`config.mk`:
```
export PLATFORM = sky130hd
export DESIGN_NAME = mul_step_counter
export DESIGN_NICKNAME = d
export VERILOG_FILES = /design/src/hdl/exec_pkg.sv /design/src/hdl/mul_step_counter.sv
export SDC_FILE = /design/constraint.sdc
export NUM_CORES = 1
export LEC_CHECK = 0
export ABC_AREA = 1
export BUFFER_PORTS_ARGS = -buffer_cell sky130_fd_sc_hd__buf_2
export CORE_AREA = 2 2 39 41
export DETAILED_ROUTE_END_ITERATION = 10
export DIE_AREA = 0 0 41 43
export PLACE_DENSITY = 0.49
export REMOVE_ABC_BUFFERS = 1
export SETUP_SLACK_MARGIN = 0.3
export SLEW_MARGIN = 0
export SYNTH_ARGS = -nofsm -noshare
export SYNTH_HDL_FRONTEND = slang
export SYNTH_SLANG_ARGS = --single-unit
```
`constraint.sdc`:
```
create_clock -name g_clk -period 1.2 [get_ports g_clk]
set_clock_uncertainty 0.05 [all_clocks]
set_input_delay 0.12 -clock g_clk [delete_from_list [all_inputs] [get_ports g_clk]]
set_output_delay 0.12 -clock g_clk [all_outputs]
set_load 0.05 [all_outputs]
```
`src/hdl/exec_pkg.sv`:
```
// Widths, micro-op encodings and unit selects shared by the execute stage
// Micro-op codes only mean something together with the unit one-hot
`default_nettype none

package exec_pkg;

    localparam int XLEN  = 32;          // Data word width
    localparam int REG_W = 5;           // Register address width

    typedef logic [XLEN-1:0] xword_t;

    // Micro-op, read plain or as a branch class above an operation
    typedef union packed {
        logic [4:0] code;
        struct packed {
            logic [1:0] cls;            // 00 conditional, 10 unconditional
            logic [2:0] op;
        } br;
    } uop_t;

    typedef logic [3:0] fu_t;           // One-hot unit select

    // ------------------------------
    // ALU micro-ops
    localparam logic [4:0] ALU_ADD  = 5'b00001;
    localparam logic [4:0] ALU_SUB  = 5'b00010;
    localparam logic [4:0] ALU_XOR  = 5'b00011;
    localparam logic [4:0] ALU_OR   = 5'b00100;
    localparam logic [4:0] ALU_AND  = 5'b00101;
    localparam logic [4:0] ALU_SLL  = 5'b00110;
    localparam logic [4:0] ALU_SRL  = 5'b00111;
    localparam logic [4:0] ALU_SRA  = 5'b01000;
    localparam logic [4:0] ALU_SLT  = 5'b01001;
    localparam logic [4:0] ALU_SLTU = 5'b01010;

    // ------------------------------
    // Branch unit micro-ops
    localparam logic [4:0] CFU_BEQ       = 5'b00001;
    localparam logic [4:0] CFU_BNE       = 5'b00010;
    localparam logic [4:0] CFU_BLT       = 5'b00011;
    localparam logic [4:0] CFU_BGE       = 5'b00100;
    localparam logic [4:0] CFU_BLTU      = 5'b00101;
    localparam logic [4:0] CFU_BGEU      = 5'b00110;
    localparam logic [4:0] CFU_TAKEN     = 5'b01001;  // Outcome, stage 3 only
    localparam logic [4:0] CFU_NOT_TAKEN = 5'b01010;  // Outcome, stage 3 only
    localparam logic [4:0] CFU_JALI      = 5'b10001;
    localparam logic [4:0] CFU_JALR      = 5'b10010;

    // Multiply and load/store
    localparam logic [4:0] MUL_MUL   = 5'b00000;
    localparam logic [4:0] MUL_MULHU = 5'b00001;
    localparam int         LSU_LOAD_BIT = 3;          // Set for loads

    // Unit one-hot bit positions
    localparam int P_FU_ALU = 0;
    localparam int P_FU_MUL = 1;
    localparam int P_FU_LSU = 2;
    localparam int P_FU_CFU = 3;

    // ------------------------------
    // Multiplier sequencing
    localparam int MUL_STEPS = 32;      // One step per multiplier bit
    localparam int MUL_CNT_W = 6;       // Must hold MUL_STEPS
    localparam logic [1:0] MUL_ST_IDLE = 2'd0;
    localparam logic [1:0] MUL_ST_RUN  = 2'd1;
    localparam logic [1:0] MUL_ST_DONE = 2'd2;

endpackage

`default_nettype wire

```
`src/hdl/mul_step_counter.sv`:
```
// Step counter for one multiply, last is only flagged while stepping
`timescale 1ns/100ps
`default_nettype none

module mul_step_counter (
    input  logic g_clk,
    input  logic g_resetn,
    input  logic i_load,                // Start of a multiply
    input  logic i_step,
    output logic o_last                 // Step MUL_STEPS-1 under way
);
    import exec_pkg::*;

    logic [MUL_CNT_W-1:0] cnt;

    always_ff @(posedge g_clk) begin
        if (!g_resetn) begin
            cnt <= '0;
        end else if (i_load) begin
            cnt <= '0;
        end else if (i_step) begin
            cnt <= cnt + 1'b1;
        end
    end

    assign o_last = i_step && cnt == MUL_CNT_W'(MUL_STEPS - 1);

    a_cnt_bound: assert property (@(posedge g_clk) disable iff (!g_resetn)
        cnt <= MUL_CNT_W'(MUL_STEPS));

endmodule

`default_nettype wire

```
# Word level (Yosys, flattened, before mapping)
# Index checks and enable logic that the tools add are counted.
# Widths: inputs -> output; s select.
[classes]
n_addsub = 1
n_eq_ne = 1
bitwise = 1
n_reduce_logical = 2
[op_table]
columns = ["operator", "n"]
rows = [
  ["$add 6x1->6 const B", 1],
  ["$eq 6x5->1 const B", 1],
  ["$reduce_or 2->1", 1],
  ["$logic_and 1x1->1", 1],
  ["$not 1->1", 1],
]
[word_totals]
register_bits = 6
in_bits = 4
output_inout_bits = 1
elab_cells = 6

# Logic depth before layout (Yosys ltp)
# Gate-level depths: netlist of the first run.
[logic_depth]
ltp_word = 2
depth_mapped = 6
depth_no_buf = 6

# Worst setup path before layout of the first run
# OpenSTA, ideal clock, no wires.
[synth_path]
kind = "register -> output"
from = "register cnt[0]"
to = "output o_last"
t_arrival_ns = 1.434
required_ns = 1.030
slack_ns = -0.404
path_stages_with_launch = 6
path_buffers = 0
cell_sequence = "dfxtp_1 -> ha_1 -> nand3_2 -> nor2_2 -> nand2_1 -> nor2_1"
[synth_between]
elab_chain_cells = 2
[synth_lines]
columns = ["element", "line_no", "text"]
rows = [
  ["start: declaration", "mul_step_counter.sv:14", "logic [MUL_CNT_W-1:0] cnt;"],
  ["start signal: assignment", "mul_step_counter.sv:22", "cnt <= cnt + 1'b1;"],
  ["$eq 6x5->1", "mul_step_counter.sv:26", "assign o_last = i_step && cnt == MUL_CNT_W'(MUL_STEPS - 1);"],
  ["$logic_and 1x1->1", "mul_step_counter.sv:26", ""],
  ["end: declaration", "mul_step_counter.sv:10", "output logic o_last"],
]
# No other way between the ends.

# Final worst setup path of the first run
[layout_path]
from = "register cnt[0]"
to = "register cnt[4]"
[layout_between]
elab_chain_cells = 1
[layout_lines]
columns = ["element", "line_no"]
rows = [
  ["$add 6x1->6", "mul_step_counter.sv:22"],
]
# No other way between the ends.
# A chain may end at the register's enable or synchronous reset.

==> impl_metrics.py, run 1 <==
metrics = {
    "global_routing": {
        "grt_antenna_before_repair": 0,
        "grt_usage_pct": 10.4,
        "grt_pass1_wl_microns": 1200,
        "grt.overflow.total": 0,
        "grt_max_degree": 7,
        "grt_pass1_vias": 295,
    },
    "pwr": {
        "pwr-share-comb_pct": 10.9,
        "switchingPower_uw": 99.4,
        "p_per_area_mw_per_mm2": 830,
        "power.share.sequential_pct": 46.7,
        "clkPwrFrac_pct": 42.4,
        "p_int_uw": 339,
        "max-vdd-ir-drop_uv": 440,
        "p_sw_share_pct": 22.7,
        "power_leakage_nw": 0.215,
    },
    "setup_path": {
        "endpoint_kind": "flop",
        "path_max_fanout": 2,
        "path_cells": "ha_4 > nand3_4 > nor2_4 > nand2_2 > buf_4 > buf_6 > buf_6 > buf_6 > nand2_2 > nor2_1",
        "crit_path_max_incr_delay_ns": 0.36,
        "worstPathArrival_ns": 1.50,
        "cp.required_ns": 1.29,
        "crit_top_cell": "buf_6",
        "crit_path_start_kind": "flop",
        "slowest_stage": "dfxtp_4",
        "critPathTopFamily": "buffers and inverters",
        "crit_type": "reg -> reg",
        "cp.buffers_inverters": 4,
    },
    "place": {
        "dpl_cell_area_sq_um": 338,
        "port_buffers": 4,
        "dpl.hpwl_microns": 420,
        "place.gp.congestion": 0.690,
    },
    "sta": {
        "worst-slew-pin-transition_ns": 0.480,
        "grt_setup_unrepaired": "true",
        "period_minus_slack_ns": 1.40,
        "setup_ws_ns": -0.204,
        "fin_crit_sh_pct": 117,
        "slew_headroom_pct": 67.9,
        "hold_viol_final": 0,
        "slew_viol_final": 0,
        "finalSetupViolCount": 2,
        "fmax_ghz": 0.712,
    },
    "clocking": {
        "cts.sinks": 6,
        "cts_made_buffers": 3,
        "cts.path.max_buffers": 2,
        "htree_levels": 1,
        "clk_pin_slew_ns": 0.05,
        "cts_root_buffer": "clkbuf_4",
        "cts_tree": "yes",
        "clk_latency_ns": 0.24,
    },
    "synthesis": {
        "synth.area.top_cells": "dfxtp_1 (44%), nor2_1 (9.5%), nand2_1 (8.2%)",
        "synthCells": 37,
        "netlist_area_sq_um": 275,
        "seq_area_frac_synth_pct": 43.6,
        "avgSynthCellArea_sq_um": 7.44,
        "synth_edf_count": 0,
        "synth_cell_types": 14,
        "ys.flop_type": "dfxtp_1",
        "netlist.top_cell.by_area": "dfxtp_1",
        "synth_warnings": 0,
        "ys_ff_latch": 6,
        "async_reset_ff_share_pct": 0,
        "synth_most_common_cell": "nor2_1",
        "yosysTopAreaCellShare_pct": 43.6,
        "yosys-top-cells-count": "nor2_1 (7), dfxtp_1 (6), nand2_1 (6), a21oi_1 (4), inv_1 (4)",
    },
    "route": {
        "firstDrtPassIters": 2,
        "top_layer_used": "met3",
        "dr_wl_met3_microns": 45,
        "drt_iter0_drc": 2,
        "vias": 300,
        "routed_wl_microns": 719,
        "final_antenna_net_count": 0,
        "vias_per_cell": 4.17,
        "wl_met1_microns": 251,
        "drc": 0,
        "routedWlPerCell_microns": 9.99,
        "wl_met2_microns": 421,
    },
    "hold_path": {
        "worst_hold_path_type": "in -> reg",
    },
    "job": {
        "drv_cap": 0,
    },
    "finish": {
        "drive_gt1_share_pct": 60.7,
        "antenna_cells": 0,
        "registers.top_by_ff_count": "cnt",
        "nets": 63,
        "largest_reg_flops": 6,
        "finish.instance_area_sq_um": 528,
        "reg_top3": "cnt x6",
        "fin_util_pct": 38.2,
        "syn2layout_area_growth_pct": 91.8,
    },
    "outcome": {
        "status": "finished, violations left",
        "violations": "negative setup slack",
    },
    "floorplanning": {
        "io_pins": 5,
        "coreArea_sq_mm": 0.00138,
        "start_util_pct": 19.9,
        "dieArea_sq_mm": 0.00176,
        "row_count": 14,
        "die_w_microns": 41,
        "die_h_microns": 43,
    },
}
-- through the flow --
| stage | power [mW] | setup TNS, ns | hold WS (ns) | setup slack (ns) | std cells |
|---|---|---|---|---|---|
| 2_1_floorplan | 0.221 | -0.404 | 0.159 | -0.404 | 37 |
| 5_1_grt | 0.465 | -0.597 | 0.208 | -0.303 | 72 |
| 3_5_place_dp | 0.238 | -0.0899 | 0.400 | -0.0899 | 60 |
| 3_3_place_gp | 0.238 | -0.0686 | 0.398 | -0.0686 | 60 |
| 4_1_cts | 0.443 | -0.482 | 0.145 | -0.279 | 71 |
| 6_report | 0.438 | -0.404 | 0.170 | -0.204 | 72 |
-- worst paths after layout --
kind	startpoint	end	slack (ns)	cells past startpoint
max	cnt[0]$_SDFFE_PP0P_	cnt[4]$_SDFFE_PP0P_	-0.20	10
min	i_load	cnt[1]$_SDFFE_PP0P_	0.17	4
max reg2reg	cnt[0]$_SDFFE_PP0P_	cnt[4]$_SDFFE_PP0P_	-0.20	10
min reg2reg	cnt[4]$_SDFFE_PP0P_	cnt[4]$_SDFFE_PP0P_	0.46	2
-- cell type report --
cell class,instances,area (sq um)
Fill cell,146,856
Multi-Input combinational cell,27,196
Timing Repair Buffer,16,146
Sequential cell,6,128
Clock buffer,3,22.5
Tap cell,16,20.0
Inverter,4,15.0
-- metal layers --
layer  global-route usage (%)  up-vias
met4                     2.00        0
met1                     9.65      132
met2                     18.4        8
li1                         -      160
met5                        0        -
met3                     6.28        0
-- what timing repair did --
| item | CTS | global route |
|---|---|---|
| resized for setup | 15 | 14 |
| gates cloned | 0 | 0 |
| hold buffers | 0 | 0 |
| setup buffers | 8 | 1 |
| endpoints found under the setup margin | 4 | 7 |
| pin swaps | 6 | 6 |
-- worst min-delay path: stages --
cell and delay, ns:
buf_2 0.07, nor2_1 0.11, o21ai_2 0.09, a21oi_2 0.03
-- cell usage in the layout, fill, tap and decap left out, drive strengths merged --
cell type  count
clkbuf         3
o21ai          3
nor3           1
dfxtp          6
buf           16
nand2          7
ha             1
nand3          2
nor2           9
inv            4
a21oi          4
-- power by group through the flow --
stage          combinational (mW)  clock [mW]  sequential (mW)
6_report                   0.0478       0.186            0.205
2_1_floorplan              0.0116           0            0.209
5_1_grt                    0.0539       0.207            0.205
4_1_cts                    0.0395       0.197            0.207
3_5_place_dp               0.0297           0            0.208
3_3_place_gp               0.0295           0            0.208
-- logic make-up after synthesis --
group	Yosys count	share of synthesized area [%]
flops	6	43.6
compound gates	7	12.7
buf+inv	4	5.45
simple gates	19	33.6
fa+ha+maj	1	4.54
No activity file was read; power rests on OpenSTA's default activity.
==> run 2: changes to the inputs <==
- SETUP_SLACK_MARGIN: 0.3 -> unset
==> run 2 against run 1 <==
  * Die area is the same
  * Cell area shrank 17%
  * Sequential share of layout area is 4.3 points higher
  * Via count down 10%
  * Largest cell class unchanged
  * Highest routed layer unchanged
  * Sequential power barely moved
  * Combinational power down 31%
  * The flow still finishes with violations (negative setup slack)
  * Global-route usage decreased by 0.90 points
==> impl_metrics.py, run 2 (synthesis gave the netlist of run 1 again) <==
metrics = {
    "finish": {
        "nets": 57,
        "final_cell_mix": "nor2_1 (6), buf_4 (5)",
        "registers.top_by_ff_count": "cnt",
        "finish.instance_area_sq_um": 439,
        "largest_reg_flops": 6,
        "syn2layout_area_growth_pct": 59.5,
        "seq_area_sq_um": 125,
        "multiInputGateArea_sq_um": 178,
        "nFillCells": 144,
        "layoutNonFillerInstCount": 66,
        "reg_top3": "cnt x6",
        "mostFrequentLayoutCell": "nor2_1",
        "antenna_cells": 0,
        "drive_gt1_share_pct": 46.0,
    },
    "place": {
        "place.gp.congestion": 0.690,
        "dpl_worst_slack_ns": -0.0899,
        "port_buffers": 4,
        "dpl_cell_area_sq_um": 338,
        "dpl.hpwl_microns": 420,
        "placedCellCount": 60,
    },
    "route": {
        "vias": 269,
        "routedWlPerCell_microns": 9.23,
        "drt_iter0_drc": 0,
        "final_antenna_net_count": 0,
        "routed_wl_microns": 609,
        "firstDrtPassIters": 1,
        "vias_per_cell": 4.08,
        "drc": 0,
    },
    "sta": {
        "worst-slew-pin-transition_ns": 0.393,
        "period_minus_slack_ns": 1.41,
        "finalSetupViolCount": 1,
        "fin_setup_tns_ns": -0.206,
        "fin_crit_sh_pct": 117,
        "setup_ws_ns": -0.206,
        "slew_viol_final": 0,
        "hold_viol_final": 0,
        "grt_setup_unrepaired": "true",
        "slew_headroom_pct": 73.7,
        "fmax_ghz": 0.711,
    },
    "setup_path": {
        "path_cells": "ha_4 > nand3_4 > nor2_4 > nand2_2 > nor2_4 > buf_8",
        "endpoint_kind": "output pin",
        "crit_path_start_kind": "flop",
        "path_max_fanout": 2,
        "slowest_stage": "dfxtp_2",
        "cp.buffers_inverters": 1,
        "regToRegStartpoint": "cnt[0]$_SDFFE_PP0P_",
        "worstPathArrival_ns": 1.24,
        "cp.depth": 6,
        "ff2ff_path_depth": 7,
        "crit_type": "reg -> out",
        "crit_path_max_incr_delay_ns": 0.35,
        "timing.reg2reg.setup_slack_ns": 0.11,
        "crit_top_cell": "nor2_4",
        "cp.required_ns": 1.03,
        "critPathTopFamily": "flip-flops",
        "r2r_end": "cnt[4]$_SDFFE_PP0P_",
    },
    "floorplanning": {
        "die_h_microns": 43,
        "coreArea_sq_mm": 0.00138,
        "start_util_pct": 19.9,
        "io_pins": 5,
        "row_count": 14,
        "die_w_microns": 41,
        "dieArea_sq_mm": 0.00176,
    },
    "pwr": {
        "max-vdd-ir-drop_uv": 396,
        "p_total_uw": 425,
        "p_per_area_mw_per_mm2": 967,
        "power_leakage_nw": 0.170,
    },
    "global_routing": {
        "grt.overflow.total": 0,
        "grt_usage_pct": 9.54,
        "grt_pass1_wl_microns": 1080,
        "grt_max_degree": 7,
        "grt_pass1_vias": 274,
        "grt_antenna_before_repair": 0,
    },
    "clocking": {
        "cts_root_buffer": "clkbuf_4",
        "clk_latency_ns": 0.24,
        "cts_tree": "yes",
        "htree_levels": 1,
        "cts.path.max_buffers": 2,
        "cts_made_buffers": 3,
        "cts.sinks": 6,
        "clk_pin_slew_ns": 0.05,
        "ctsHoldBuffers": 0,
    },
    "hold_path": {
        "min_to": "cnt[4]$_SDFFE_PP0P_",
        "worst_hold_path_type": "in -> reg",
        "hold_path_startpoint": "i_load",
        "hold_depth": 4,
    },
    "outcome": {
        "status": "finished, violations left",
        "violations": "negative setup slack",
    },
    "job": {
        "drv_cap": 0,
    },
}
-- run 2: report_power, final --
group / internal (mW) / switching [mW]
clock: 0.113 / 0.0733
sequential: 0.202 / 0.00336
combinational: 0.0163 / 0.0166
total: 0.332 / 0.0932
-- run 2: per-stage QoR --
stage / hold WS [ns] / util [%]
6_report: 0.146 / 31.7
5_1_grt: 0.188 / 31.7
4_1_cts: 0.137 / 30.8
3_5_place_dp: 0.400 / 24.4
3_3_place_gp: 0.398 / 24.4
2_1_floorplan: 0.159 / -
-- run 2: final cells by class --
class                   count  area share (%)
multi-input cells          27            40.5
flip-flops and latches      6            28.5
clock buffers               3            5.13
well taps                  16            4.56
repair buffers             10            17.9
inverters                   4            3.42
-- run 2: worst register-to-register path: stages (launching register included) --
cell,delay [ns]
dfxtp_2,0.35
ha_4,0.15
nand3_4,0.07
nor2_4,0.10
nand2_2,0.08
buf_6,0.12
nand2_2,0.04
nor2_1,0.03
-- run 2: layer usage --
layer	wire, microns	vias to the layer above	share of wire (%)	track usage, %
met1	228	117	37	8.36
met4	0	0	0	2.00
met5	0	-	0	0
met2	333	7	55	16.9
li1	-	145	-	-
met3	47	0	7.7	6.28
-- run 2: repair_timing --
item                                    CTS  global route
endpoints found under the setup margin    1             2
resized for setup                         6             9
hold endpoints to repair                  0             0
pin swaps                                 4             3
buffers inserted                          6             0
-- run 2: worst max-delay path by stage --
stage	slack (ns)	to	from
detailed placement	-0.09	o_last	cnt[1]$_SDFFE_PP0P_
global placement	-0.07	o_last	cnt[1]$_SDFFE_PP0P_
finish	-0.21	o_last	cnt[0]$_SDFFE_PP0P_
CTS	-0.28	o_last	cnt[1]$_SDFFE_PP0P_
global route	-0.30	o_last	cnt[0]$_SDFFE_PP0P_
floorplan	-0.40	o_last	cnt[0]$_SDFFE_PP0P_
==> run 3: changes to the inputs <==
- PLACE_DENSITY: 0.49 -> 0.5
- clock period: 1.2 -> 1.29 ns (I/O delays scaled with it)
==> run 3 against run 2 <==
  * The flow still finishes with violations (negative setup slack)
  * Worst setup slack better by 0.065 ns
  * Register-to-register slack worse by 0.20 ns
  * Via count up 3.0%
  * Power down 7.9%
  * Final cell count up 6.1%
  * Clock-buffer cell count unchanged
  * Global-route usage down 0.98 points
  * Die area unchanged
  * Sequential power down 6%
  * Critical path type unchanged
  * Largest power group unchanged
==> impl_metrics.py, run 3 (synthesis gave the netlist of run 1 again) <==
metrics = {
    "pwr": {
        "power_leakage_nw": 0.189,
        "p_per_area_mw_per_mm2": 854,
        "max-vdd-ir-drop_uv": 364,
    },
    "clocking": {
        "clk_latency_ns": 0.24,
        "cts.sinks": 6,
        "ctsHoldBuffers": 0,
        "cts_tree": "yes",
        "cts.path.max_buffers": 2,
        "htree_levels": 1,
        "cts_root_buffer": "clkbuf_4",
        "cts_made_buffers": 3,
        "clk_pin_slew_ns": 0.05,
    },
    "finish": {
        "registers.top_by_ff_count": "cnt",
        "nets": 61,
        "mostFrequentLayoutCell": "buf_4",
        "layoutNonFillerInstCount": 70,
        "final_cell_mix": "buf_4 (9), nor2_1 (6)",
        "largest_reg_flops": 6,
        "syn2layout_area_growth_pct": 66.4,
        "antenna_cells": 0,
        "reg_top3": "cnt x6",
        "finish.instance_area_sq_um": 458,
        "drive_gt1_share_pct": 50.0,
    },
    "floorplanning": {
        "dieArea_sq_mm": 0.00176,
        "start_util_pct": 19.9,
        "die_w_microns": 41,
        "coreArea_sq_mm": 0.00138,
        "row_count": 14,
        "io_pins": 5,
        "die_h_microns": 43,
    },
    "setup_path": {
        "path_max_fanout": 2,
        "worstPathArrival_ns": 1.25,
        "cp.required_ns": 1.11,
        "r2r_end": "cnt[4]$_SDFFE_PP0P_",
        "endpoint_kind": "output pin",
        "crit_path_start_kind": "flop",
        "crit_type": "reg -> out",
        "timing.reg2reg.setup_slack_ns": -0.09,
        "regToRegStartpoint": "cnt[0]$_SDFFE_PP0P_",
        "ff2ff_path_depth": 9,
    },
    "sta": {
        "slew_viol_final": 0,
        "setup_ws_ns": -0.141,
        "hold-worst-slack_ns": 0.128,
        "fmax_ghz": 0.699,
        "finalSetupViolCount": 2,
        "hold_viol_final": 0,
        "fin_setup_tns_ns": -0.231,
        "grt_setup_unrepaired": "true",
        "period_minus_slack_ns": 1.43,
        "fin_crit_sh_pct": 111,
        "slew_headroom_pct": 71.2,
        "worst-slew-pin-transition_ns": 0.431,
    },
    "route": {
        "drt_iter0_drc": 2,
        "routedWlPerCell_microns": 8.39,
        "firstDrtPassIters": 2,
        "final_antenna_net_count": 0,
        "vias_per_cell": 3.96,
        "routed_wl_microns": 587,
        "drc": 0,
        "vias": 277,
    },
    "global_routing": {
        "grt_usage_pct": 8.56,
        "grt_pass1_wl_microns": 945,
        "grt_pass1_vias": 271,
        "grt.overflow.total": 0,
        "grt_max_degree": 8,
        "grt_antenna_before_repair": 0,
    },
    "hold_path": {
        "hold_depth": 2,
        "min_to": "cnt[1]$_SDFFE_PP0P_",
        "hold_path_startpoint": "i_step",
        "worst_hold_path_type": "in -> reg",
    },
    "place": {
        "dpl_cell_area_sq_um": 330,
        "port_buffers": 4,
        "dpl.hpwl_microns": 359,
        "placedCellCount": 59,
        "place.gp.congestion": 0.706,
    },
    "outcome": {
        "status": "finished, violations left",
        "violations": "negative setup slack",
    },
    "job": {
        "drv_cap": 0,
    },
}
-- run 3: worst max-delay path by stage --
stage                                    from      to  slack, ns  cells past startpoint
after floorplan           cnt[0]$_SDFFE_PP0P_  o_last      -0.32                      5
after global placement    cnt[0]$_SDFFE_PP0P_  o_last     -0.009                      6
after detailed placement  cnt[0]$_SDFFE_PP0P_  o_last      -0.02                      6
after CTS                 cnt[1]$_SDFFE_PP0P_  o_last      -0.22                      6
after global routing      cnt[0]$_SDFFE_PP0P_  o_last      -0.24                      6
final                     cnt[0]$_SDFFE_PP0P_  o_last      -0.14                      6
-- run 3: timing repair --
action / 4_1_cts / 5_1_grt
pin swaps: 3 / 4
resized for setup: 6 / 6
setup buffers: 8 / 1
endpoints found under the setup margin: 1 / 2
-- run 3: per-stage QoR --
step	worst slack (ns)	power [mW]	utilization, %
6_report	-0.141	0.391	33.1
5_1_grt	-0.242	0.410	33.1
4_1_cts	-0.218	0.402	31.4
3_5_place_dp	-0.0207	0.219	23.9
3_3_place_gp	-0.00859	0.218	23.9
2_1_floorplan	-0.323	0.205	-
-- run 3: per-layer routing --
layer | global-route usage [%] | up-vias | share of wire (%)
met5 | 0 | - | 0
met4 | 10.0 | 0 | 1.7
met3 | 1.57 | 2 | 3.1
met2 | 12.8 | 3 | 53
met1 | 8.44 | 116 | 42
li1 | - | 156 | -
-- run 3: cell type report --
type | count | area [sq um]
clock buffers | 3 | 22.5
well taps | 16 | 20.0
flip-flops and latches | 6 | 123
inverters | 4 | 15.0
multi-input cells | 27 | 173
repair buffers | 14 | 105
fillers | 155 | 926
-- run 3: power breakdown --
part	total (mW)	internal [mW]	leakage, nW	switching (mW)
Combinational	0.0273	0.0127	0.125	0.0146
Clock	0.171	0.105	0.0138	0.0661
Sequential	0.193	0.189	0.0494	0.00313
-- run 3: critical path: stages (launching register included) --
cell and delay [ns]:
dfxtp_2 0.35, ha_4 0.15, nand3_4 0.08, nor2_4 0.10, nand2_2 0.07, nor2_2 0.09
buf_6 0.16
