`src/hdl/exec_pkg.sv`:
```
// Widths, micro-op encodings and unit selects shared by the execute stage
// Micro-op codes only mean something together with the unit one-hot
`default_nettype none

package exec_pkg;

    localparam int XLEN  = 32;          // Data word width
    localparam int REG_W = 5;           // Register address width

    typedef logic [XLEN-1:0] xword_t;

    // Micro-op, read plain or as a branch class above an operation
    typedef union packed {
        logic [4:0] code;
        struct packed {
            logic [1:0] cls;            // 00 conditional, 10 unconditional
            logic [2:0] op;
        } br;
    } uop_t;

    typedef logic [3:0] fu_t;           // One-hot unit select

    // ------------------------------
    // ALU micro-ops
    localparam logic [4:0] ALU_ADD  = 5'b00001;
    localparam logic [4:0] ALU_SUB  = 5'b00010;
    localparam logic [4:0] ALU_XOR  = 5'b00011;
    localparam logic [4:0] ALU_OR   = 5'b00100;
    localparam logic [4:0] ALU_AND  = 5'b00101;
    localparam logic [4:0] ALU_SLL  = 5'b00110;
    localparam logic [4:0] ALU_SRL  = 5'b00111;
    localparam logic [4:0] ALU_SRA  = 5'b01000;
    localparam logic [4:0] ALU_SLT  = 5'b01001;
    localparam logic [4:0] ALU_SLTU = 5'b01010;

    // ------------------------------
    // Branch unit micro-ops
    localparam logic [4:0] CFU_BEQ       = 5'b00001;
    localparam logic [4:0] CFU_BNE       = 5'b00010;
    localparam logic [4:0] CFU_BLT       = 5'b00011;
    localparam logic [4:0] CFU_BGE       = 5'b00100;
    localparam logic [4:0] CFU_BLTU      = 5'b00101;
    localparam logic [4:0] CFU_BGEU      = 5'b00110;
    localparam logic [4:0] CFU_TAKEN     = 5'b01001;  // Outcome, stage 3 only
    localparam logic [4:0] CFU_NOT_TAKEN = 5'b01010;  // Outcome, stage 3 only
    localparam logic [4:0] CFU_JALI      = 5'b10001;
    localparam logic [4:0] CFU_JALR      = 5'b10010;

    // Multiply and load/store
    localparam logic [4:0] MUL_MUL   = 5'b00000;
    localparam logic [4:0] MUL_MULHU = 5'b00001;
    localparam int         LSU_LOAD_BIT = 3;          // Set for loads

    // Unit one-hot bit positions
    localparam int P_FU_ALU = 0;
    localparam int P_FU_MUL = 1;
    localparam int P_FU_LSU = 2;
    localparam int P_FU_CFU = 3;

    // ------------------------------
    // Multiplier sequencing
    localparam int MUL_STEPS = 32;      // One step per multiplier bit
    localparam int MUL_CNT_W = 6;       // Must hold MUL_STEPS
    localparam logic [1:0] MUL_ST_IDLE = 2'd0;
    localparam logic [1:0] MUL_ST_RUN  = 2'd1;
    localparam logic [1:0] MUL_ST_DONE = 2'd2;

endpackage

`default_nettype wire

```
`src/hdl/mul_datapath.sv`:
```
// Shift-add unsigned multiplier, one multiplier bit per step
// Product is only meaningful after MUL_STEPS steps following a load
`timescale 1ns/100ps
`default_nettype none

module mul_datapath (
    input  logic                          g_clk,
    input  logic                          g_resetn,
    input  logic                          i_load,    // Capture operands
    input  logic                          i_step,    // One shift-add
    input  exec_pkg::xword_t              i_rs1,     // Multiplicand
    input  exec_pkg::xword_t              i_rs2,     // Multiplier
    output logic [2*exec_pkg::XLEN-1:0]   o_product
);
    import exec_pkg::*;

    logic [2*XLEN-1:0] mcand;           // Shifted left each step
    xword_t            mplier;          // Shifted right, bit 0 is current

    always_ff @(posedge g_clk) begin
        if (i_load) begin
            mcand  <= {{XLEN{1'b0}}, i_rs1};
            mplier <= i_rs2;
        end else if (i_step) begin
            mcand  <= mcand << 1;
            mplier <= mplier >> 1;
        end
    end

    always_ff @(posedge g_clk) begin
        if (!g_resetn) begin
            o_product <= '0;
        end else if (i_load) begin
            o_product <= '0;
        end else if (i_step && mplier[0]) begin
            o_product <= o_product + mcand;     // Partial product in
        end
    end

endmodule

`default_nettype wire

```
`config.mk`:
```
export PLATFORM = sky130hd
export DESIGN_NAME = mul_datapath
export DESIGN_NICKNAME = d
export VERILOG_FILES = /design/src/hdl/exec_pkg.sv /design/src/hdl/mul_datapath.sv
export SDC_FILE = /design/constraint.sdc
export NUM_CORES = 1
export LEC_CHECK = 0
export BUFFER_PORTS_ARGS = -buffer_cell sky130_fd_sc_hd__buf_2
export CORE_MARGIN = 3
export CORE_UTILIZATION = 59
export DETAILED_ROUTE_END_ITERATION = 6
export PLACE_DENSITY = 0.87
export SLEW_MARGIN = 20
export SYNTH_ARGS = -nofsm -noshare
export SYNTH_HDL_FRONTEND = slang
export SYNTH_SLANG_ARGS = --single-unit
```
`constraint.sdc`:
```
create_clock -name g_clk -period 3.5 [get_ports g_clk]
set_input_delay 0.7 -clock g_clk [delete_from_list [all_inputs] [get_ports g_clk]]
set_output_delay 0.7 -clock g_clk [all_outputs]
set_load 0.005 [all_outputs]
```
Word level (Yosys, flattened, before mapping). Index checks and enable logic that the tools add are counted.

Bits in latches: 0. RAM bits: 0. Logic and storage cells: 13. Input bits: 68. Memories: 0. Bits in read-only memories: 0. Flip-flop bits (word level): 160.

$mul: 0. Shift-type cells: 0. Equality and inequality tests: 0. Divide/modulo/power cells: 0. Reduce and logical (&&, ||, !) cells: 3. Muxes and demuxes: 4. Bitwise operators: 1. $lt $le $gt $ge: 0. $add $sub $neg: 1.

Operator list (number): $mux W32 (4); $add A64 B64 Y64 (1); $reduce_bool A2 Y1 (1); $reduce_or A2 Y1 (1); $logic_and A1 B1 Y1 (1); $not A1 Y1 (1).

Depth between registers and ports, before layout. Gate-level depths: netlist (run 1).

Depth in word-level cells: 2. Mapped depth: 11. Mapped depth without buffers: 11.

Worst setup path after synthesis (run 1). OpenSTA, ideal clock, no wires.

Kind: reg-to-reg. Start: register mcand[0]. End: register o_product[40] in the netlist's numbering. Setup time: 122 ps. Period minus slack after synthesis: 2964 ps. Slack: 536 ps. Cell stages (with the launch flop): 12. Data arrival time: 2842 ps. Buffers on the path: 0. Required time: 3378 ps. Cells stage by stage: edfxtp_1 -> ha_1 -> fa_1 -> a211o_1 -> o211ai_1 -> o21ai_4 -> o21ai_2 -> o31ai_4 -> a211o_1 -> a31o_1 -> a21o_1 -> a221o_1.

Cells in the longest elaborated chain, start to end: 1.

Ends and longest elaborated chain: from (decl) (line mul_datapath.sv:17) `logic [2*XLEN-1:0] mcand;`; from (signal assigned) (line mul_datapath.sv:22) `mcand <= {{XLEN{1'b0}}, i_rs1};`; from (signal assigned) (line mul_datapath.sv:25) `mcand <= mcand << 1;`; $add A64 B64 Y64 (line mul_datapath.sv:36) `o_product <= o_product + mcand;`; to (signal assigned) (line mul_datapath.sv:36); to (decl) (line mul_datapath.sv:13) `output logic [2*exec_pkg::XLEN-1:0] o_product`.

Every way passes these cells. A chain may end at the register's enable or synchronous reset.

Worst setup path in the final report (run 1).
Start: register mcand[0]. End: register o_product[62] in the netlist's numbering.

Same word-level chain as after synthesis.

==> summary.md, run 1 <==
| Metric | Value |
|---|---|
| Post-synthesis net count | 1233 |
| Synth Instances | 1101 |
| Crit-path cells | ha_1 -> fa_1 -> a211o_1 -> o211ai_1 -> o21ai_4 -> o31ai_1 -> buf_4 -> a211oi_2 -> o21bai_1 -> a221oi_2 -> mux2i_1 -> a221o_1 |
| Initial DRT Pass Iterations | 7 |
| Post-synth EDFFs | 64 |
| Global-route wire length before repair | 41100 µm |
| Syn. warnings | 0 |
| Vias | 8771 |
| Util after Layout | 68.6% |
| Nets | 1332 |
| Register-to-Register Setup Slack | 0.26 ns |
| CTS Buf Count | 17 |
| Largest net degree at the start of global routing | 65 |
| Post-cts hold buffer count | 0 |
| Max cap viols | 0 |
| Library cells used by synthesis | 81 |
| Cell area after layout | 11400 µm² |
| Max-slew violation count | 0 |
| Initial core utilization | 60.4% |
| DRT iter0 DRCs | 877 |
| Avg Inst Size Synth | 9.13 µm² |
| Top_reg_cell synth | dfxtp_1 |
| H-Tree Depth | 4 |
| Root Driver | clkbuf_16 |
| Area grow syn2layout | 13.6% |
| Synth Cell Area | 10100 µm² |
| Worst slew pin tran | 0.762 ns |
| # diodes | 0 |
| Final Hold Viols | 0 |
| Worst reg2reg endpoint | o_product[62] |
| RSZ-0062 raised after global routing | no |
| #FFs+latches synth | 160 |
| Leakage | 5.01 nW |
| Total GRT Usage | 27.3% |
| Hold WC Path Type | reg -> reg |
| Area contributors post-synth | dfxtp_1, edfxtp_1, ha_1 |
| Wire per inst | 17.7 µm |
| Port Buffers | 131 |
| Peak supply drop | 0.000347 V |
| Synth cell count leaders | nand2_1, a21oi_1, dfxtp_1 |
| Count leader, synth | nand2_1 |
| Vias per cell | 6.12 |
| PostCTS Resize Cnt | 0 |
| DRC violations left | 0 |
| Yosys top cell by area | dfxtp_1 |
| Crit path time final | 3.24 ns |
| Fmax | 308 MHz |
| Clock Path Buffers | 2 |
| Post-CTS Setup Bufs | 0 |
| Die H | 137 µm |
| Worst-skew pair later-pin latency | 0.45 ns |
| Worst Path Max Fanout | 4 |
| Total gr overflow | 0 |
| PD cells | 403 nW/µm² |
| GP Congestion | 0.977 |
| Clock Sinks | 160 |
| Vias in the first global route | 8283 |
| Critical path data arrival time | 3.57 ns |
| Core area | 16600 µm² |
| Placed inst area | 10800 µm² |
| Critical path startpoint | mcand[0] |
| Ports | 132 |
| Max_slew headroom | 49.0% |
| Final HPWL DP | 18400 µm |
| Die area | 18600 µm² |
| Clock skew | 0.0131 ns |
| R2R Path Start | mcand[0] |
| CP max stage delay | 0.43 ns |
| Clk slew on worst S/H paths | 0.08 ns |
| Final setup TNS | 0 ns |
| Final WL | 25300 µm |
| Fin crit share | 92.7% |
| Critical path launch point type | flop |
| Die extent in x | 137 µm |
| Post-synth top area share | 19.1% |
| Setup CP Type | reg -> reg |
| Outcome | completed |
| Antenna-violating nets left | 0 |
| Async set or reset register ratio after synthesis | 0% |
| Site Rows | 47 |
| Setup-failing EPs final | 0 |
| Critical Path RT | 3.83 ns |
| Layout cells sized above 1 | 22.4% |
| Reg2Reg Depth | 12 |
| CP endpoint kind | flop |
| Seq/Total Area, Yosys | 38.2% |
| CTS tree | yes |
| CP max-delay cell | fa_1 |
| Crit path capture | o_product[62] |
| Initial antenna violation count | 0 |
how the worst min path moves through the flow:
stage / start / to / depth (start not counted)
floorplan: o_product[12] / o_product[12] / 2
global placement: o_product[23] / o_product[23] / 2
detailed placement: o_product[45] / o_product[45] / 2
CTS: o_product[45] / o_product[45] / 2
global route: o_product[11] / o_product[11] / 2
finish: o_product[45] / o_product[45] / 2
layout make-up:
| class | count | area [µm²] |
|---|---|---|
| clock inverter | 15 | 179 |
| clock buffer | 17 | 425 |
| multi-input combinational | 859 | 5850 |
| sequential | 160 | 3840 |
| fill | 1313 | 5220 |
| inverter | 16 | 60.1 |
| tap | 220 | 275 |
| timing repair buffer | 146 | 783 |
cells by family after synthesis:
group / count (synthesis) / share of synthesized area (%)
simple gates: 350 / 16.2
compound gates: 310 / 20.3
flops: 160 / 38.2
mux: 97 / 10.4
buf+inv: 82 / 3.56
fa+ha+maj: 64 / 8.04
xor+xnor: 38 / 3.31
report_power, final:
part / switching [mW] / internal, mW / leakage (nW)
Clock: 0.925 / 0.970 / 0.288
Combinational: 0.345 / 0.259 / 3.29
Sequential: 0.0495 / 2.05 / 1.43
critical path: cells and delay by family (launching register included):
family | cells | cell delay [ns]
AO/OA/AOI/OAI | 8 | 1.75
multiplexers | 1 | 0.13
adder cells (fa/ha/maj) | 2 | 0.67
buffers and inverters | 1 | 0.16
flip-flops | 1 | 0.41
registers in the layout, summed over array words and instances, names as in the netlist:
register   count
mcand         64
o_product     64
mplier        32
through the flow:
step                power [mW]  hold slack, ns  std cells  setup slack [ns]
finish                    4.60           0.474       1433             0.257
CTS                       4.61           0.473       1433             0.215
global placement          2.71           0.455       1401             0.362
global route              4.76           0.499       1433           0.00174
floorplan                 2.57           0.465       1101             0.536
detailed placement        2.74           0.463       1401             0.269
placed cells by master, fill, tap and decap left out, types with 17 or more instances in the layout:
cell,instances
edfxtp_1,64
a21o_1,37
nor2_1,76
nand3_1,24
a21oi_1,113
ha_1,63
dfxtp_1,96
buf_2,130
mux2_2,62
o21ai_0,49
nand4_1,18
mux2i_1,35
nor3_1,21
clkbuf_16,17
xnor2_1,27
nand2_1,147
layer usage:
layer  up-vias  global-route usage [%]  share of wire (%)
li1       4247                       -                  -
met1      4133                    36.1                 43
met2       336                    45.1                 48
met3        55                    5.96                6.8
met4         0                    7.84                1.7
met5         -                       0                  0
Note: power is estimated with default switching activity, not from simulation.
==> run 2: changes to the inputs <==
--- a/config.mk
+++ b/config.mk
@@ -9,6 +9,7 @@
 export CORE_MARGIN = 3
 export CORE_UTILIZATION = 59
 export DETAILED_ROUTE_END_ITERATION = 6
+export GPL_TIMING_DRIVEN = 0
 export PLACE_DENSITY = 0.87
 export SLEW_MARGIN = 20
 export SYNTH_ARGS = -nofsm -noshare
==> summary.md, run 2 (synthesis gave the netlist of run 1 again) <==
| Metric | Value |
|---|---|
| Outcome | completed |
| Fin crit share | 94.6% (+1.9 points) |
| Setup CP Type | reg -> reg |
| P_sw | 1.35 mW (+2.1%) |
| Root Driver | clkbuf_16 |
| Antenna-violating nets left | 0 (unchanged) |
| Critical path data arrival time | 3.64 ns (+0.07 ns) |
| Internal | 3.29 mW (+0.17%) |
| Most common cell after layout, fill and taps aside | nand2_1 |
| Leakage | 5.04 nW (+0.57%) |
| Placed Instances | 1450 (+3.5%) |
| Die extent in x | 137 µm (unchanged) |
| Vias | 9058 (+3.3%) |
| Vias per cell | 6.11 (-0.14%) |
| Site Rows | 47 (unchanged) |
| FF/Latch Area | 3840 µm² (unchanged) |
| H-Tree Depth | 4 (unchanged) |
| Total GRT Usage | 28.7% (+1.4 points) |
| Max-slew violation count | 0 (unchanged) |
| Initial core utilization | 60.4% (unchanged) |
| Max_slew headroom | 35.4% (-14 points) |
| Clock Sinks | 160 (unchanged) |
| CTS tree | yes |
| Power Total | 4.63 mW (+0.74%) |
| Port Buffers | 129 (-1.5%) |
| Die area | 18600 µm² (unchanged) |
| Sequential fraction of design power | 45.4% (-0.3 points) |
| Worst-skew pair later-pin latency | 0.45 ns (about the same) |
| Clk pwr share | 41.1% (about the same) |
| Worst Path Max Fanout | 5 (+1) |
| Core area | 16600 µm² (unchanged) |
| Most frequent cells in the layout | nand2_1, buf_2, a21oi_1, dfxtp_1, nor2_1 |
| Final HPWL DP | 19700 µm (+6.7%) |
| Final WL | 26600 µm (+5.1%) |
| DRT iter0 DRCs | 899 (+2.5%) |
| GP Congestion | 0.974 (-0.29%) |
| Largest regs | mcand (64), o_product (64), mplier (32) |
| Area grow syn2layout | 15.3% |
| CTS Buf Count | 17 (unchanged) |
| Wire per inst | 17.9 µm (+1.7%) |
| Initial DRT Pass Iterations | 5 (-2) |
| Fmax | 302 MHz (-2.0%) |
| Final setup TNS | 0 ns (unchanged) |
| Max cap viols | 0 (unchanged) |
| Critical Path RT | 3.83 ns (about the same) |
| PD cells | 400 nW/µm² (-0.74%) |
| Fillers | 1255 (-4.4%) |
| Peak supply drop | 0.000352 V (+1.4%) |
| Multi-input logic area | 5870 µm² (+0.30%) |
| DRC violations left | 0 (unchanged) |
| Final WS setup | 0.190 ns (-0.0666 ns) |
| Layout cells sized above 1 | 20.8% (-1.6 points) |
| Hold WC Path Type | reg -> reg |
| DP Worst Slack | 0.0181 ns (-0.250 ns) |
| CP endpoint kind | flop |
| Die H | 137 µm (unchanged) |
| Nets | 1381 (+3.7%) |
| Critical path launch point type | flop |
| Setup-failing EPs final | 0 (unchanged) |
| Non-filler cells, final | 1482 (+3.4%) |
| Initial antenna violation count | 0 (unchanged) |
| Part of the power in combinational logic | 13.5% (+0.4 points) |
| Clk slew on worst S/H paths | 0.07 ns (about the same) |
| Ports | 132 (unchanged) |
| Global-route wire length before repair | 42600 µm (+3.6%) |
| Clock Path Buffers | 2 (unchanged) |
| Vias in the first global route | 8435 (+1.8%) |
| Crit path time final | 3.31 ns (+0.0666 ns) |
| # diodes | 0 (unchanged) |
| Final Hold Viols | 0 (unchanged) |
| Post-CTS Setup Bufs | 0 (unchanged) |
| Clock skew | 0.0126 ns (-0.000472 ns) |
| RSZ-0062 raised after global routing | no |
| Post-cts hold buffer count | 0 (unchanged) |
| Worst slew pin tran | 0.965 ns (+0.203 ns) |
| Total gr overflow | 0 (unchanged) |
| Sw frac | 29.1% (+0.40 points) |
| Largest net degree at the start of global routing | 65 (unchanged) |
run 2: cell count changes in the layout (fill, tap and decap cells not counted), moves of 3 or more:
cell,change
buf_6,+3
clkbuf_1,+54
buf_4,-15
buf_1,+5
run 2: stage by stage:
stage,area (µm²),utilization [%],hold WS [ns]
2_1_floorplan,10100,-,0.465
3_3_place_gp,11000,65.9,0.456
3_5_place_dp,11000,65.9,0.465
4_1_cts,11600,69.6,0.475
5_1_grt,11600,69.6,0.491
6_report,11600,69.6,0.476
run 2: worst max-delay path, stage by stage (launching register included):
cell and delay, ns:
edfxtp_1 0.42, ha_1 0.23, fa_1 0.43, a211o_1 0.31
o211ai_1 0.20, o21ai_4 0.14, o21ai_2 0.23, o31ai_4 0.14
a211o_1 0.34, a31o_1 0.29, a21o_1 0.20, a221o_1 0.28
run 2: power by group through the flow:
stage               clock (mW)  combinational, mW  sequential (mW)
floorplan                    0              0.446             2.13
global placement             0              0.597             2.14
detailed placement           0              0.614             2.15
CTS                       1.92              0.621             2.10
global route              1.99              0.689             2.11
finish                    1.90              0.627             2.10
run 2: cell type report:
| cell class | instances | share of cell area [%] |
|---|---|---|
| flip-flops and latches | 160 | 33.2 |
| inverters | 16 | 0.518 |
| well taps | 220 | 2.37 |
| multi-input cells | 859 | 50.7 |
| plain buffers | 66 | 2.57 |
| repair buffers | 129 | 5.57 |
| clock inverters | 15 | 1.48 |
| clock buffers | 17 | 3.67 |
run 2: path summary, 6_finish.rpt:
check	endpoint	slack [ns]	startpoint	cells past startpoint
worst min-delay path	o_product[31]	0.48	o_product[31]	2
worst max register to register	o_product[40]	0.19	mcand[0]	11
worst max-delay path	o_product[40]	0.19	mcand[0]	11
worst min register to register	o_product[31]	0.48	o_product[31]	2
run 2: layer usage:
metal  up-vias  wire [µm]  track usage [%]
met5         -          0                0
met4         0        634             9.74
met3        51       2000             4.78
met2       397      12700             47.7
met1      4255      11300             38.0
li1       4355          -                -
run 2: timing repair:
| item | CTS | global route |
|---|---|---|
| cloned | 0 | 0 |
| endpoints found under the setup margin | 1 | 5 |
| resized for setup | 1 | 4 |
==> run 3: changes to the inputs <==
--- a/config.mk
+++ b/config.mk
@@ -6,11 +6,13 @@
 export NUM_CORES = 1
 export LEC_CHECK = 0
 export BUFFER_PORTS_ARGS = -buffer_cell sky130_fd_sc_hd__buf_2
+export CORE_ASPECT_RATIO = 1.75
 export CORE_MARGIN = 3
 export CORE_UTILIZATION = 59
 export DETAILED_ROUTE_END_ITERATION = 6
 export GPL_TIMING_DRIVEN = 0
 export PLACE_DENSITY = 0.87
+export RECOVER_POWER = 50
 export SLEW_MARGIN = 20
 export SYNTH_ARGS = -nofsm -noshare
 export SYNTH_HDL_FRONTEND = slang
==> summary.md, run 3 (synthesis gave the netlist of run 1 again) <==
| Metric | Value |
|---|---|
| Final WL | 28600 µm (+7.6%) |
| Total GRT Usage | 30.8% (+2.1 points) |
| Most common cell after layout, fill and taps aside | nand2_1 |
| Wire per inst | 19.3 µm (+7.3%) |
| DRT iter0 DRCs | 512 (-43%) |
| Nets | 1381 (unchanged) |
| Reg2Reg Depth | 11 (unchanged) |
| Post-CTS Setup Bufs | 0 (unchanged) |
| Critical Path RT | 3.84 ns (about the same) |
| Initial DRT Pass Iterations | 5 (unchanged) |
| Outcome | completed |
| Worst slew pin tran | 0.893 ns (-0.0722 ns) |
| Worst Path Max Fanout | 5 (unchanged) |
| # diodes | 0 (unchanged) |
| Critical path data arrival time | 3.64 ns (about the same) |
| Hold WC Path Type | reg -> reg |
| R2R Path Start | mcand[0] |
| Clock Sinks | 160 (unchanged) |
| Largest net degree at the start of global routing | 65 (unchanged) |
| Root Driver | clkbuf_16 |
| DRC violations left | 0 (unchanged) |
| Clock skew | 0.00941 ns (-0.00320 ns) |
| Final HPWL DP | 21800 µm (+11%) |
| Die area | 18700 µm² (+0.33%) |
| Most frequent cells in the layout | nand2_1, a21oi_1, buf_2, dfxtp_1, clkbuf_1 |
| PD cells | 398 nW/µm² (-0.49%) |
| Critical path startpoint | mcand[0] |
| Max_slew headroom | 40.4% (+5.0 points) |
| GP Congestion | 0.955 (-1.9%) |
| Global-route wire length before repair | 45600 µm (+7.2%) |
| Crit path capture | o_product[40] |
| Final Hold Viols | 0 (unchanged) |
| CTS Buf Count | 17 (unchanged) |
| Worst-skew pair later-pin latency | 0.45 ns (about the same) |
| Peak supply drop | 0.000442 V (+26%) |
| Site Rows | 62 (+32%) |
| Final setup TNS | 0 ns (unchanged) |
| PostCTS Resize Cnt | 1 (unchanged) |
| Register-to-Register Setup Slack | 0.20 ns (about the same) |
| CTS tree | yes |
| Antenna-violating nets left | 0 (unchanged) |
| Post-cts hold buffer count | 0 (unchanged) |
| H-Tree Depth | 4 (unchanged) |
| Total gr overflow | 0 (unchanged) |
| Core area | 16600 µm² (-0.25%) |
| Die extent in x | 105 µm (-23%) |
| Vias in the first global route | 9320 (+10%) |
| Max cap viols | 0 (unchanged) |
| Fmax | 303 MHz (+0.18%) |
| Setup CP Type | reg -> reg |
| Vias per cell | 6.15 (+0.66%) |
| Die H | 179 µm (+31%) |
| Fin crit share | 94.4% (-0.17 points) |
| Largest regs | mcand (64), o_product (64), mplier (32) |
| Placed Instances | 1454 (+0.28%) |
| Clk slew on worst S/H paths | 0.07 ns (about the same) |
| Critical path launch point type | flop |
| Initial core utilization | 60.6% (+0.15 points) |
| Worst reg2reg endpoint | o_product[40] |
| Leakage | 4.88 nW (-3.2%) |
| Clock Path Buffers | 2 (unchanged) |
| Non-filler cells, final | 1486 (+0.27%) |
| Ports | 132 (unchanged) |
| Initial antenna violation count | 0 (unchanged) |
| Setup-failing EPs final | 0 (unchanged) |
| Port Buffers | 129 (unchanged) |
| Area grow syn2layout | 14.7% |
| Max-slew violation count | 0 (unchanged) |
| CP endpoint kind | flop |
| Crit path time final | 3.30 ns (-0.00605 ns) |
| Vias | 9142 (+0.93%) |
| RSZ-0062 raised after global routing | no |
| Layout cells sized above 1 | 17.8% (-3.0 points) |
## run 3: cell types whose count changed in the layout (fill, tap and decap cells not counted), moves of 2 or more
| cell | previous run | this run |
|---|---|---|
| and2_1 | 5 | 3 |
| clkinv_1 | 0 | 2 |
| and2_0 | 0 | 2 |
| inv_6 | 5 | 3 |
| clkinv_2 | 0 | 2 |
| clkinv_8 | 3 | 0 |
| mux2_1 | 0 | 2 |
| clkbuf_1 | 54 | 86 |
| mux2_2 | 62 | 60 |
| buf_2 | 130 | 97 |
| inv_8 | 7 | 2 |
| clkinv_4 | 0 | 3 |
## run 3: report_power, final
| part | leakage [nW] | switching [mW] | total (mW) | internal (mW) |
|---|---|---|---|---|
| clock network | 0.280 | 0.832 | 1.84 | 1.01 |
| registers | 1.43 | 0.0567 | 2.11 | 2.05 |
| logic | 3.17 | 0.373 | 0.634 | 0.261 |
## run 3: stage by stage
step	power, mW	cell area (µm²)	setup WS, ns	hold WS (ns)	util (%)
2_1_floorplan	2.57	10100	0.536	0.465	-
3_3_place_gp	2.75	11000	0.0303	0.457	66.1
3_5_place_dp	2.77	11000	0.000526	0.467	66.1
4_1_cts	4.59	11600	0.140	0.476	69.6
5_1_grt	4.72	11500	0.0350	0.492	69.4
6_report	4.59	11500	0.197	0.475	69.4
## run 3: area by class of cell
type	instances	area, µm²
Tap cell	224	280
Buffer	66	298
Clock inverter	14	130
Timing Repair Buffer	129	604
Sequential cell	160	3840
Fill cell	1331	5080
Inverter	16	60.1
Multi-Input combinational cell	859	5870
Clock buffer	18	439
## run 3: worst min-delay path by stage
stage | cells after the start | from | end | slack, ns
floorplan | 2 | o_product[12] | o_product[12] | 0.46
global placement | 2 | o_product[6] | o_product[6] | 0.46
detailed placement | 2 | o_product[15] | o_product[15] | 0.47
CTS | 2 | o_product[5] | o_product[5] | 0.48
global route | 2 | o_product[30] | o_product[30] | 0.49
finish | 2 | o_product[33] | o_product[33] | 0.47
## run 3: metal layers
| metal | wire [µm] | GRT usage (%) | vias to the layer above |
|---|---|---|---|
| met5 | 0 | 0 | - |
| met4 | 1500 | 18.6 | 0 |
| met3 | 1310 | 4.83 | 92 |
| met2 | 15600 | 59.9 | 324 |
| met1 | 10200 | 30.3 | 4380 |
| li1 | - | - | 4346 |
## run 3: critical path, stage by stage (launching register included)
cell,delay [ns]
edfxtp_1,0.40
ha_1,0.23
fa_1,0.44
a211o_1,0.32
o211ai_1,0.21
o21ai_4,0.14
o21ai_2,0.22
o31ai_4,0.16
a211o_1,0.34
a31o_1,0.28
a21o_1,0.20
a221o_1,0.28
